===== src/hdl/ntm_pkg.sv =====
//////////////////////////////
// Widths and types shared by the interface-vector stage
// Arithmetic is unsigned and wraps at DATA_WIDTH bits
// Sizes above 255 do not fit index_t
//////////////////////////////
`default_nettype none

package ntm_pkg;

  // Element and counter widths
  localparam int DATA_WIDTH  = 16;
  localparam int INDEX_WIDTH = 8;

  // One operand or result element
  typedef logic [DATA_WIDTH-1:0]  data_t;
  // Size or row/column index
  typedef logic [INDEX_WIDTH-1:0] index_t;

  // Tag on each output result
  typedef enum logic [2:0] {
    KEY,
    SHIFT,
    BETA,
    GATE,
    GAMMA
  } vector_kind_t;

  // Controller phases, in stream order
  typedef enum logic [2:0] {
    IDLE,
    LOAD_H,
    KEY_ROWS,
    SHIFT_ROWS,
    BETA_DOT,
    GATE_DOT,
    GAMMA_DOT,
    FINISH
  } ctrl_state_t;

endpackage

`default_nettype wire


===== src/hdl/mac_if.sv =====
//////////////////////////////
// Controller to MAC engine link
// last is only meaningful together with acc_en
// result is held until the next row completes
//////////////////////////////
`default_nettype none

interface mac_if import ntm_pkg::*; ();

  // Sequencing from the controller
  logic  clear;
  logic  acc_en;
  logic  last;
  // Weight element of the current row
  data_t operand_a;

  // Row dot product, strobed for one cycle
  logic  result_valid;
  data_t result;

  modport controller (
    output clear, acc_en, operand_a, last,
    input  result_valid, result
  );

  modport engine (
    input  clear, acc_en, operand_a, last,
    output result_valid, result
  );

endinterface

`default_nettype wire


===== src/hdl/hidden_state_buffer.sv =====
//////////////////////////////
// Hidden-state store, MAX_L entries
// Read is combinational at the write index
// Entries past MAX_L-1 are never addressed
//////////////////////////////
`default_nettype none

module hidden_state_buffer import ntm_pkg::*; #(
  parameter int MAX_L = 16
) (
  input  logic   CLK,
  input  logic   RST,
  input  logic   wr_en,
  input  data_t  wr_data,
  input  index_t index,
  output data_t  rd_data
);

  // Address bits needed for MAX_L entries, at least one
  localparam int ADDR_W = (MAX_L > 1) ? $clog2(MAX_L) : 1;

  // h[0..L-1]
  data_t mem [MAX_L];

  logic [ADDR_W-1:0] addr;

  // Low bits only, range is held by the controller
  assign addr = index[ADDR_W-1:0];

  // Write port, filled once per run during LOAD_H
  always_ff @(posedge CLK) begin
    if (wr_en) begin
      mem[addr] <= wr_data;
    end
  end

  // Column operand for the MAC engine
  assign rd_data = mem[addr];

  // Column counter must stay inside the array
  a_wr_in_range : assert property (
    @(posedge CLK) disable iff (RST)
    wr_en |-> (index < index_t'(MAX_L))
  ) else $error("hidden_state_buffer write at index %0d", index);

endmodule

`default_nettype wire


===== src/hdl/mac_unit.sv =====
//////////////////////////////
// Multiply-accumulate engine, one dot product per row
// Product and sum keep the low DATA_WIDTH bits
// A new row may start the cycle after last
//////////////////////////////
`default_nettype none

module mac_unit import ntm_pkg::*; (
  input  logic  CLK,
  input  logic  RST,
  mac_if.engine mac,
  input  data_t operand_b
);

  // Running sum of the current row
  data_t acc;
  // Wrapped product of weight and h[column]
  data_t product;
  // Sum including the current element
  data_t acc_next;

  assign product  = mac.operand_a * operand_b;
  assign acc_next = acc + product;

  //////////////////////////////
  // Accumulator
  //////////////////////////////
  always_ff @(posedge CLK or posedge RST) begin
    if (RST) begin
      acc <= '0;
    end else if (mac.clear) begin
      // Fresh run
      acc <= '0;
    end else if (mac.acc_en) begin
      // Row done, next row starts from zero
      acc <= mac.last ? '0 : acc_next;
    end
  end

  //////////////////////////////
  // Result register
  //////////////////////////////
  always_ff @(posedge CLK or posedge RST) begin
    if (RST) begin
      mac.result_valid <= 1'b0;
    end else begin
      // One-cycle strobe per finished row
      mac.result_valid <= mac.acc_en & mac.last;
    end
  end

  // Payload, only read with result_valid
  always_ff @(posedge CLK) begin
    if (mac.acc_en && mac.last) begin
      mac.result <= acc_next;
    end
  end

  // Controller flags row end only on an accepted element
  a_last_with_acc : assert property (
    @(posedge CLK) disable iff (RST)
    mac.last |-> mac.acc_en
  ) else $error("mac_unit last without acc_en");

endmodule

`default_nettype wire


===== src/hdl/interface_vector_controller.sv =====
//////////////////////////////
// Phase FSM for the interface-vector stream
// Order is h, Wk, Ws, wbeta, wg, wgamma
// Sizes are captured on start and must be nonzero
// size_l above MAX_L is not supported
//////////////////////////////
`default_nettype none

module interface_vector_controller import ntm_pkg::*; #(
  parameter int MAX_L = 16
) (
  input  logic          CLK,
  input  logic          RST,
  input  logic          start,
  input  index_t        size_l,
  input  index_t        size_w,
  input  index_t        size_n,
  input  logic          in_valid,
  input  data_t         in_data,
  output logic          in_ready,
  output logic          buf_wr_en,
  output data_t         buf_wr_data,
  output index_t        buf_index,
  mac_if.controller     mac,
  output vector_kind_t  out_kind,
  output logic          done
);

  ctrl_state_t state;
  ctrl_state_t next_phase;

  // Sizes held for the whole run
  index_t size_l_q;
  index_t size_w_q;
  index_t size_n_q;

  // Position inside the current phase
  index_t col;
  index_t row;
  index_t row_limit;

  logic accept;
  logic col_last;
  logic row_last;
  logic mac_phase;
  vector_kind_t phase_kind;

  //////////////////////////////
  // Phase decode
  //////////////////////////////
  always_comb begin
    row_limit  = 8'd1;
    phase_kind = GAMMA;
    next_phase = IDLE;
    case (state)
      LOAD_H: begin
        next_phase = KEY_ROWS;
      end
      KEY_ROWS: begin
        row_limit  = size_w_q;
        phase_kind = KEY;
        next_phase = SHIFT_ROWS;
      end
      SHIFT_ROWS: begin
        row_limit  = size_n_q;
        phase_kind = SHIFT;
        next_phase = BETA_DOT;
      end
      BETA_DOT: begin
        phase_kind = BETA;
        next_phase = GATE_DOT;
      end
      GATE_DOT: begin
        phase_kind = GATE;
        next_phase = GAMMA_DOT;
      end
      GAMMA_DOT: begin
        next_phase = FINISH;
      end
      default: begin
        next_phase = IDLE;
      end
    endcase
  end

  // Ready in every streaming phase, falls after the final wgamma element
  assign in_ready  = (state != IDLE) && (state != FINISH);
  assign accept    = in_valid & in_ready;
  assign col_last  = (col == size_l_q - 1'b1);
  assign row_last  = (row == row_limit - 1'b1);
  assign mac_phase = in_ready && (state != LOAD_H);

  // h goes to the buffer
  assign buf_wr_en   = accept && (state == LOAD_H);
  assign buf_wr_data = in_data;
  // Same column selects h for the MAC engine
  assign buf_index   = col;

  // Weights go to the MAC engine
  assign mac.clear     = (state == IDLE) && start;
  assign mac.acc_en    = accept && mac_phase;
  assign mac.operand_a = in_data;
  assign mac.last      = accept && mac_phase && col_last;

  //////////////////////////////
  // State and counters
  //////////////////////////////
  always_ff @(posedge CLK or posedge RST) begin
    if (RST) begin
      state    <= IDLE;
      col      <= '0;
      row      <= '0;
      size_l_q <= '0;
      size_w_q <= '0;
      size_n_q <= '0;
      out_kind <= KEY;
      done     <= 1'b0;
    end else begin
      // Pulse in the cycle after the gamma result
      done <= (state == FINISH);
      // Tag lines up with result_valid one cycle later
      if (mac.last) begin
        out_kind <= phase_kind;
      end
      case (state)
        IDLE: begin
          // start while busy never reaches here
          if (start) begin
            size_l_q <= size_l;
            size_w_q <= size_w;
            size_n_q <= size_n;
            col      <= '0;
            row      <= '0;
            state    <= LOAD_H;
          end
        end
        FINISH: begin
          state <= IDLE;
        end
        default: begin
          // Counters move only on accepted elements
          if (accept) begin
            if (col_last) begin
              col <= '0;
              if (row_last) begin
                row   <= '0;
                state <= next_phase;
              end else begin
                row <= row + 1'b1;
              end
            end else begin
              col <= col + 1'b1;
            end
          end
        end
      endcase
    end
  end

  // Captured sizes within the supported range
  a_sizes_valid : assert property (
    @(posedge CLK) disable iff (RST)
    (state == IDLE && start) |=> (size_l_q != '0 && size_w_q != '0 && size_n_q != '0 &&
                                  size_l_q <= index_t'(MAX_L))
  ) else $error("sizes out of range L=%0d W=%0d N=%0d", size_l_q, size_w_q, size_n_q);

endmodule

`default_nettype wire


===== src/hdl/ntm_interface_vector.sv =====
//////////////////////////////
// NTM interface-vector stage, top level
// One element in per accepted in_valid & in_ready
// out_valid is a strobe, no back-pressure
// size_l must not exceed MAX_L
//////////////////////////////
`default_nettype none

module ntm_interface_vector import ntm_pkg::*; #(
  parameter int MAX_L = 16
) (
  input  logic         CLK,
  input  logic         RST,
  input  logic         start,
  input  index_t       size_l,
  input  index_t       size_w,
  input  index_t       size_n,
  input  logic         in_valid,
  input  data_t        in_data,
  output logic         in_ready,
  output logic         out_valid,
  output data_t        out_data,
  output vector_kind_t out_kind,
  output logic         done
);

  // Buffer side
  logic   buf_wr_en;
  data_t  buf_wr_data;
  index_t buf_index;
  // h[column] into the MAC engine
  data_t  h_elem;

  mac_if mac_bus ();

  hidden_state_buffer #(
    .MAX_L (MAX_L)
  ) u_buffer (
    .CLK     (CLK),
    .RST     (RST),
    .wr_en   (buf_wr_en),
    .wr_data (buf_wr_data),
    .index   (buf_index),
    .rd_data (h_elem)
  );

  interface_vector_controller #(
    .MAX_L (MAX_L)
  ) u_controller (
    .CLK         (CLK),
    .RST         (RST),
    .start       (start),
    .size_l      (size_l),
    .size_w      (size_w),
    .size_n      (size_n),
    .in_valid    (in_valid),
    .in_data     (in_data),
    .in_ready    (in_ready),
    .buf_wr_en   (buf_wr_en),
    .buf_wr_data (buf_wr_data),
    .buf_index   (buf_index),
    .mac         (mac_bus.controller),
    .out_kind    (out_kind),
    .done        (done)
  );

  mac_unit u_mac (
    .CLK       (CLK),
    .RST       (RST),
    .mac       (mac_bus.engine),
    .operand_b (h_elem)
  );

  // Results leave straight from the engine register
  assign out_valid = mac_bus.result_valid;
  assign out_data  = mac_bus.result;

endmodule

`default_nettype wire


===== config.mk =====
export PLATFORM = sky130hd
export DESIGN_NAME = ntm_interface_vector
export DESIGN_NICKNAME = d
export VERILOG_FILES = /design/src/hdl/ntm_pkg.sv /design/src/hdl/mac_if.sv /design/src/hdl/hidden_state_buffer.sv /design/src/hdl/mac_unit.sv /design/src/hdl/interface_vector_controller.sv /design/src/hdl/ntm_interface_vector.sv
export SDC_FILE = /design/constraint.sdc
export NUM_CORES = 1
export LEC_CHECK = 0
export BUFFER_PORTS_ARGS = -buffer_cell sky130_fd_sc_hd__buf_4
export CORE_MARGIN = 10
export CORE_UTILIZATION = 35
export CTS_CLUSTER_DIAMETER = 100
export DETAILED_ROUTE_END_ITERATION = 16
export MAX_ROUTING_LAYER = met4
export PLACE_DENSITY_LB_ADDON = 0.1
export SLEW_MARGIN = 20
export SYNTH_ARGS = -nofsm -noshare
export SYNTH_HDL_FRONTEND = slang
export SYNTH_SLANG_ARGS = --single-unit

===== constraint.sdc =====
create_clock -name CLK -period 8.61 [get_ports CLK]
set_input_delay 0.4305 -clock CLK [delete_from_list [all_inputs] [get_ports CLK]]
set_output_delay 0.4305 -clock CLK [all_outputs]
set_load 0.02 [all_outputs]

## Word level (Yosys, flattened, before mapping)

Memories as Yosys holds them, arrays and structs flattened.
Index checks and enable logic that the tools add are counted.

- Output and inout port bits: 22
- Flip-flop bits (word level): 80
- Bits of input ports: 44
- RAM bits: 256
- Word-level logic and storage cells: 73
- Memories kept: 1

Memory list:

| memory | depth | width | rd ports | clocked after Yosys merged registers in | write ports | RTL line | RTL |
|---|---|---|---|---|---|---|---|
| u_buffer.mem | 16 | 16 | 1 | 0 | 1 | hidden_state_buffer.sv:23 | `data_t mem [MAX_L];` |

- Add/sub/neg operators: 5
- Bitwise logic cells: 3
- Muxes and demuxes: 21
- Reduce and logical (&&, ||, !) cells: 19
- Eq/ne operators: 12
- Multipliers: 1

Operators by type and width:

| operator | count |
|---|---|
| $mux W16 | 3 |
| $mux W8 | 6 |
| $pmux W8 S2 | 3 |
| $pmux W3 S6 | 1 |
| $add A16 B16 Y16 | 1 |
| $add A8 B1 Y8 const B | 2 |
| $eq A8 B8 Y1 | 2 |
| $mul A16 B16 Y16 | 1 |
| $sub A8 B1 Y8 const B | 2 |
| $eq A3 B3 Y1 const B | 4 |
| $mux W3 | 4 |
| $pmux W3 S4 | 1 |
| $reduce_bool A3 Y1 | 4 |
| $reduce_and A4 Y1 | 2 |
| $logic_and A1 B1 Y1 | 7 |
| $eq A3 B2 Y1 const B | 2 |
| $pmux W3 S2 | 1 |
| $reduce_bool A2 Y1 | 3 |
| $eq A3 B1 Y1 const B | 1 |
| $logic_not A3 Y1 | 1 |
| $ne A3 B1 Y1 const B | 1 |
| $ne A3 B3 Y1 const B | 1 |
| $reduce_and A3 Y1 | 1 |
| $and A1 B1 Y1 | 2 |
| 4 further kinds | 5 |

## Longest topological paths before layout

Gate-level depths: netlist of run 1.

- Word-level depth: 8
- Mapped depth: 28
- Depth with buffers taken out: 25

## Hierarchy

From an unflattened synthesis of run 1, not the netlist that was laid out.

- Cells, all modules: 1336
- Area, all modules: 18440.2 µm²

Modules (own cells, without submodules):

| module | area an instance (µm²) | cells each | sequential area each (µm²) | instances |
|---|---|---|---|---|
| hidden_state_buffer | 9770.6 | 418 | 7687.4 | 1 |
| mac_unit | 5564.1 | 599 | 905.9 | 1 |
| interface_vector_controller | 3105.5 | 319 | 1176.1 | 1 |

## Least setup slack after synthesis of run 1

OpenSTA, ideal clock, no wires.

- Path type: register to register
- Start point: register u_controller.col[1] (netlist: u_controller.buf_index[1])
- End point: register u_mac.acc[15]
- Buffers on the path: 3
- Cell stages (with the launch flop): 26
- Period minus slack after synthesis: 6.866 ns
- Data arrival time: 6.745 ns
- Setup time: 0.121 ns
- Required time: 8.489 ns
- Setup slack: 1.744 ns
- Path through: dfrtp_1 -> buf_4 -> buf_6 -> mux4_2 -> mux4_2 -> clkbuf_1 -> and2_1 -> fa_1 -> inv_1 -> fa_1 -> inv_1 -> fa_1 -> inv_1 -> fa_1 -> inv_1 -> fa_1 -> inv_1 -> fa_1 -> inv_1 -> ha_1 -> nand3_1 -> nand2_1 -> a41o_1 -> o41ai_1 -> xnor3_1 -> a22o_1

- Longest elaborated chain between the ends: 6
- Elaborated cells on any way between the ends: 8
- Classes of those cells: add/sub: 1; mul: 1; eq/ne: 1; mux: 3; reduce/logical: 1; memory: 1

RTL lines:

| item | RTL line | RTL |
|---|---|---|
| from (decl) | interface_vector_controller.sv:38 | `index_t col;` |
| from (signal assigned) | interface_vector_controller.sv:152 | `col <= col + 1'b1;` |
| $mem_v2 Z16 W16 | -- |  |
| $mul A16 B16 Y16 | mac_unit.sv:22 | `assign product = mac.operand_a * operand_b;` |
| $add A16 B16 Y16 | mac_unit.sv:23 | `assign acc_next = acc + product;` |
| via u_mac.acc_next[15] | mac_unit.sv:20 | `data_t acc_next;` |
| $mux W16 | mac_unit.sv:36 | `acc <= mac.last ? '0 : acc_next;` |
| $mux W16 | mac_unit.sv:34 | `end else if (mac.acc_en) begin` |
| $mux W16 | mac_unit.sv:31 | `end else if (mac.clear) begin` |
| to (signal assigned) | mac_unit.sv:36 |  |
| to (decl) | mac_unit.sv:16 | `data_t acc;` |

The timed path passes the listed nets, and every way through them passes these cells. The select of a mux whose other input is x is not followed.
A chain may end at the register's enable or synchronous reset.

## Final worst setup path of run 1

- Start point: register u_controller.col[3] (netlist: u_controller.buf_index[3])
- End point: register u_mac.acc[15]

Same word-level chain as after synthesis.

==> results of run 1 <==
worst paths after layout:
path / endpoint / slack [ps]
worst max-delay path: u_mac.acc[15] / 1000
worst min-delay path: u_controller.size_n_q[7] / 100
worst max register to register: u_mac.acc[15] / 1000
worst min register to register: u_mac.acc[8] / 500
max in group asynchronous: u_controller.buf_index[1] / 7790
min in group asynchronous: u_controller.state[1] / 150
layout make-up:
class	instances	area (um^2)
Sequential cell	336	9780
Multi-Input combinational cell	706	7450
Clock buffer	45	1030
Inverter	187	702
Antenna cell	2	5.00
Timing Repair Buffer	94	718
Clock inverter	26	220
Fill cell	4763	30400
Tap cell	680	851
critical path, delay by kind of cell, from the launching register on:
family	cells	cell delay (ps)
fa+ha+maj	7	3270
mux	2	1010
flops	1	870
compound gates	3	740
buf+inv	7	620
xor+xnor	1	490
simple gates	3	400
through the flow:
step                      cell area [um^2]  hold slack [ps]  std cells  worst slack (ps)  utilization (%)
after floorplan                      18100              466       1274              1740                -
after global placement               19500              484       2003              1090             38.1
after detailed placement             19500              484       2003               958             38.1
after CTS                            20700             69.0       2074               954             40.5
after global routing                 20700             76.4       2076               645             40.5
final                                20700              104       2076              1000             40.5
flip-flops by register name, indices dropped and copies added (netlist names):
name                    count
u_controller.size_w_q       8
u_buffer.mem              256
u_controller.size_n_q       8
u_controller.size_l_q       8
u_mac.acc                  16
u_mac.mac.result_valid      1
u_controller.out_kind       3
u_controller.row            8
u_controller.done           1
u_controller.buf_index      8
u_mac.mac.result           16
u_controller.state          3
metal layers:
layer	global-route usage [%]	vias to the layer above	part of all wire [%]	routed length [um]
met5	-	-	0	0
met4	3.95	0	1.8	799
met3	2.72	52	4.8	2180
met2	25.1	193	48	21500
met1	20.5	5259	46	20400
li1	-	4637	-	-
synth_stat cells, types with 10 or more instances:
| cell | count |
|---|---|
| a21oi_1 | 14 |
| a22o_1 | 15 |
| and2_1 | 71 |
| clkbuf_1 | 26 |
| dfrtp_1 | 64 |
| edfxtp_1 | 272 |
| fa_1 | 94 |
| ha_1 | 63 |
| inv_1 | 185 |
| mux2_2 | 27 |
| mux2i_1 | 20 |
| mux4_2 | 70 |
| nand2_1 | 103 |
| nand3_1 | 13 |
| nor2_1 | 41 |
| nor3_1 | 10 |
| o21ai_0 | 16 |
| xnor2_1 | 46 |
| xor2_1 | 16 |
kinds of logic after synthesis:
| kind of cell | after synthesis | synth area share (%) |
|---|---|---|
| DFF | 336 | 54.1 |
| and+or+nand+nor | 276 | 7.49 |
| buffers and inverters | 232 | 5.13 |
| adders and majority gates | 157 | 14.8 |
| muxes | 117 | 11.5 |
| AOI/OAI and AO/OA | 91 | 3.60 |
| xor gates and xnor gates | 65 | 3.35 |
==> results_dict.tcl, run 1 <==
set metrics [dict create \
    async_flop_share_pct 19.0 \
    io_buffers 65 \
    outcome "completed" \
    slew_headroom_pct 40.0 \
    numCtsBuffers 39 \
    wirelength_mm 44.9 \
    htreeDepth 2 \
    cp_max_fo 41 \
    drt-wirelength-per-cell_um 21.6 \
    drt.antenna.violating_nets 0 \
    synth_edf_count 272 \
    tightest_slew_ps 898 \
    grt_first_pass_wirelength_mm 69.8 \
    min_period_ps 7610 \
    fp.dieH_um 247 \
    rsz0062_at_grt "false" \
    fp.coreArea_um2 51200 \
    hold_violations 0 \
    max_stage_delay_ps 870 \
    io_pins 66 \
    drive_gt1_share_pct 20.7 \
    startpoint "u_controller.buf_index[3]" \
    ys_ff_latch 336 \
    clkSlewWorstSetupHoldPaths_ps 60 \
    max_cap_violations 0 \
    setup-tns-final_ps 0 \
    cts_resized 0 \
    finalSetupViolCount 0 \
    ys_top_cells_by_area "edfxtp_1, fa_1, dfrtp_1, mux4_2, ha_1" \
    tritoncts "done" \
    num-nets-final 1565 \
    crit_path_start_kind "flop" \
    syn2layout_area_growth_pct 14.9 \
    clkLatencyLatePin_ps 560 \
    die_x_um 247 \
    timing.fmax_mhz 131 \
    endpoint_kind "flop" \
    critical_path_class "reg2reg" \
    synth-seq-area-share_pct 54.1 \
    grt_start_max_net_pins 65 \
    cts.sinks 336 \
    grt.total_usage_pct 15.7 \
    synthCells 1274 \
    finClkSkew_ps 20.9 \
    place_hpwl_mm 29.6 \
    post_drt_via_cell_ratio 4.88 \
    hold_buffers 0 \
    synth_top_area_share_pct 45.2 \
    vias 10141 \
    drt_iter0_drc 530 \
    synth_area_per_cell_um2 14.2 \
    post-route-period-util_pct 88.4 \
    row_count 83 \
    start_util_pct 35.3 \
    clock_path_buffers 3 \
    hold-path-cell-count 2 \
    drc_errors 0 \
    synth_area_um2 18100 \
    cts_setup_buffers 0 \
    cp.required_ps 9050 \
    min_path_type "in2reg" \
    clockRootBuffer "clkbuf_16" \
    dieArea_um2 61100 \
    antenna_found_initial 3 \
    reg2reg_depth 23 \
    cp_cell_sequence "buf_12 > mux4_2 > mux4_2 > and2_1 > fa_1 > inv_1 > fa_1 > inv_1 > fa_1 > inv_1 > fa_1 > inv_1 > fa_1 > inv_1 > fa_1 > inv_1 > ha_1 > nand3_1 > nand2_1 > a41o_1 > o41ai_1 > xnor3_1 > a22o_1" \
    gp_congestion 0.744 \
    synth_area_leader_cell "edfxtp_1" \
    synthFlopType "edfxtp_1" \
    yosysUniqueCellTypes 59 \
    finalMaxSlewViolations 0 \
    first_pass_iters 5 \
    cpMaxStageDelayCell "dfrtp_2" \
    r2r-start "u_controller.buf_index[3]" \
    grt_pass1_vias 11046 \
    overflow 0 \
    yosys_warnings 0 \
    syn-num-nets 1475 \
    layout_commonest_cell "edfxtp_1" \
    min_from "size_n[7]" \
    cp.arrival_ps 8050 \
    final_cell_mix "edfxtp_1, inv_1, nand2_1" \
]
Power of run 1 is not shown: default switching activity piles up to over one toggle a cycle in this logic, so the estimate is an artifact.
==> run 2, diff against run 1 <==
CTS_BUF_LIST = sky130_fd_sc_hd__clkbuf_8   (was not set)
SLEW_MARGIN = not set   (was 20)
SYNTH_HIERARCHICAL = 1   (was not set)
==> run 2 against run 1 <==
  * Count of clock-buffer cells in the layout rose by 13
  * Die area up 2.0%
  * Synthesized area rose by 2.1%
  * Via count grew 3.9%
  * Cell count rose by 3.9%
  * Synthesized cell count is 4.9% higher
  * Fmax increased by 1.7%
==> results_dict.tcl, run 2 <==
set metrics [dict create \
    outcome "completed" \
    worst_slack_ps 1130 \
    die_x_um 250 \
    drt_iter0_drc 523 \
    ys_ff_latch 336 \
    top_regs "u_buffer/mem: 256 flops, u_mac/acc: 16 flops, u_mac/mac.result: 16 flops" \
    synth_area_leader_cell "edfxtp_1" \
    finClkSkew_ps 29.7 \
    r2r-start "u_controller/buf_index[0]" \
    cp_top_family "adder cells" \
    dr_wl_met2_mm 21.1 \
    fp.dieH_um 250 \
    overflow 0 \
    clkSlewWorstSetupHoldPaths_ps 70 \
    post-route-period-util_pct 86.9 \
    syn2layout_area_growth_pct 13.1 \
    largest_reg_flops 256 \
    place_ws_ps 1080 \
    synth_area_um2 18400 \
    synth-seq-area-share_pct 53.0 \
    cts_setup_buffers 0 \
    m1WireLength_mm 20.6 \
    clkLatencyLatePin_ps 680 \
    layout_commonest_cell "edfxtp_1" \
    final_cells 2156 \
    start_util_pct 35.2 \
    syn-num-nets 1532 \
    max_cap_violations 0 \
    met3_length_mm 1.43 \
    synthFlopType "edfxtp_1" \
    cp.arrival_ps 8050 \
    setup-tns-final_ps 0 \
    min_path_type "in2reg" \
    critical_path_class "reg2reg" \
    dieArea_um2 62300 \
    diodes 0 \
    ys_top_cells_by_area "edfxtp_1, fa_1, dfrtp_1, mux4_2, ha_1" \
    synthCells 1336 \
    row_count 84 \
    grt.total_usage_pct 14.7 \
    synth_top_area_share_pct 44.3 \
    min_from "in_data[15]" \
    numCtsBuffers 58 \
    max_stage_delay_ps 940 \
    async_flop_share_pct 19.0 \
    drt-wirelength-per-cell_um 20.4 \
    grt_pass1_vias 11433 \
    first_pass_iters 5 \
    place_inst 2030 \
    post_drt_via_cell_ratio 4.89 \
    grt_first_pass_wirelength_mm 69.3 \
    io_buffers 65 \
    endpoint_kind "flop" \
    tritoncts "done" \
    cpMaxStageDelayCell "dfrtp_4" \
    cp.required_ps 9170 \
    synth_area_per_cell_um2 13.8 \
    wirelength_mm 44.1 \
    tightest_slew_ps 1070 \
    num-nets-final 1623 \
    clockRootBuffer "clkbuf_8" \
    yosys-top-cells-count "edfxtp_1, inv_1, nand2_1" \
    finalMaxSlewViolations 0 \
    cp_cell_sequence "buf_4 > mux4_2 > a22oi_1 > nand2_1 > and2_1 > fa_1 > inv_1 > fa_1 > inv_1 > fa_1 > inv_1 > fa_1 > inv_1 > fa_1 > inv_1 > fa_1 > inv_1 > ha_1 > and3_1 > nand3_1 > a31oi_1 > nor2_1 > xor2_1 > a22o_1" \
    synth_edf_count 272 \
    crit_buf_inv 7 \
    drt.antenna.violating_nets 0 \
    drc_errors 0 \
    place_hpwl_mm 29.0 \
    grt_start_max_net_pins 64 \
    min_period_ps 7480 \
    drive_gt1_share_pct 18.6 \
    yosys_warnings 6 \
    clock_path_buffers 3 \
    synth.most_common_cell "edfxtp_1" \
    startpoint "u_controller/buf_index[0]" \
    final_cell_mix "edfxtp_1, inv_1, nand2_1" \
    routed.top_layer "met4" \
    cp_max_fo 41 \
    slew_headroom_pct 28.7 \
    cts.sinks 336 \
    antenna_found_initial 0 \
    crit_path_start_kind "flop" \
    gp_congestion 0.762 \
    io_pins 66 \
    htreeDepth 2 \
    vias 10533 \
    timing.fmax_mhz 134 \
    hold_violations 0 \
    rsz0062_at_grt "false" \
    regMostFlops "u_buffer/mem" \
    fp.coreArea_um2 52300 \
    yosysUniqueCellTypes 75 \
    finalSetupViolCount 0 \
]
## run 2: changes by cell type in the layout (fill, tap and decap cells not counted), moves of 12 or more
cell	previous run	this run
clkbuf_16	40	0
dlygate4sd3_1	0	25
nand2_1	103	126
and2_1	71	54
clkbuf_8	1	58
mux4_2	70	51
nor3_1	5	17
a22oi_1	7	32
mux4_1	0	13
xnor2_1	46	34
## run 2: path summary, 6_finish.rpt
| path | end | slack (ps) | cells after the start |
|---|---|---|---|
| worst max-delay path | u_mac/acc[15] | 1130 | 24 |
| worst min-delay path | u_buffer/mem[12][15] | 110 | 1 |
| worst max register to register | u_mac/acc[15] | 1130 | 24 |
| worst min register to register | u_controller/out_kind[2] | 480 | 2 |
| max in group asynchronous | u_controller/buf_index[1] | 7250 | 3 |
| min in group asynchronous | u_mac/acc[7] | 430 | 3 |
## run 2: area by class of cell
type                            count  area, um^2
Tap cell                          688         861
Timing Repair Buffer              117         941
Multi-Input combinational cell    739        7500
Sequential cell                   336        9780
Fill cell                        4907       31500
Inverter                          175         657
Clock inverter                     43         323
Clock buffer                       58         798
## run 2: cell families (layout without fill, tap and decap cells)
family	count (synthesis)	after routing	synth area share, %
fa+ha+maj	152	152	14.1
flops	336	336	53.0
buf+inv	261	393	6.66
mux	96	96	9.97
compound gates	131	131	5.38
simple gates	302	302	8.00
xor+xnor	58	58	2.87
## run 2: routing by layer
metal	global-route usage, %	vias up
met2	23.5	156
met3	2.12	73
met4	4.59	0
met1	19.2	5446
li1	-	4858
met5	-	-
## run 2: metrics by stage
step           hold WS (ps)  util (%)  cell area, um^2
2_1_floorplan           357         -            18400
3_3_place_gp            463      37.2            19500
3_5_place_dp            461      37.2            19500
4_1_cts                60.6      39.8            20900
5_1_grt                93.7      39.8            20900
6_report                115      39.8            20900
## run 2: repair_timing
action | CTS | global route
endpoints found under the hold margin | 41 | 0
hold buffers | 25 | 0
resized for setup | 0 | 0
Power of run 2 is left out for the same reason.
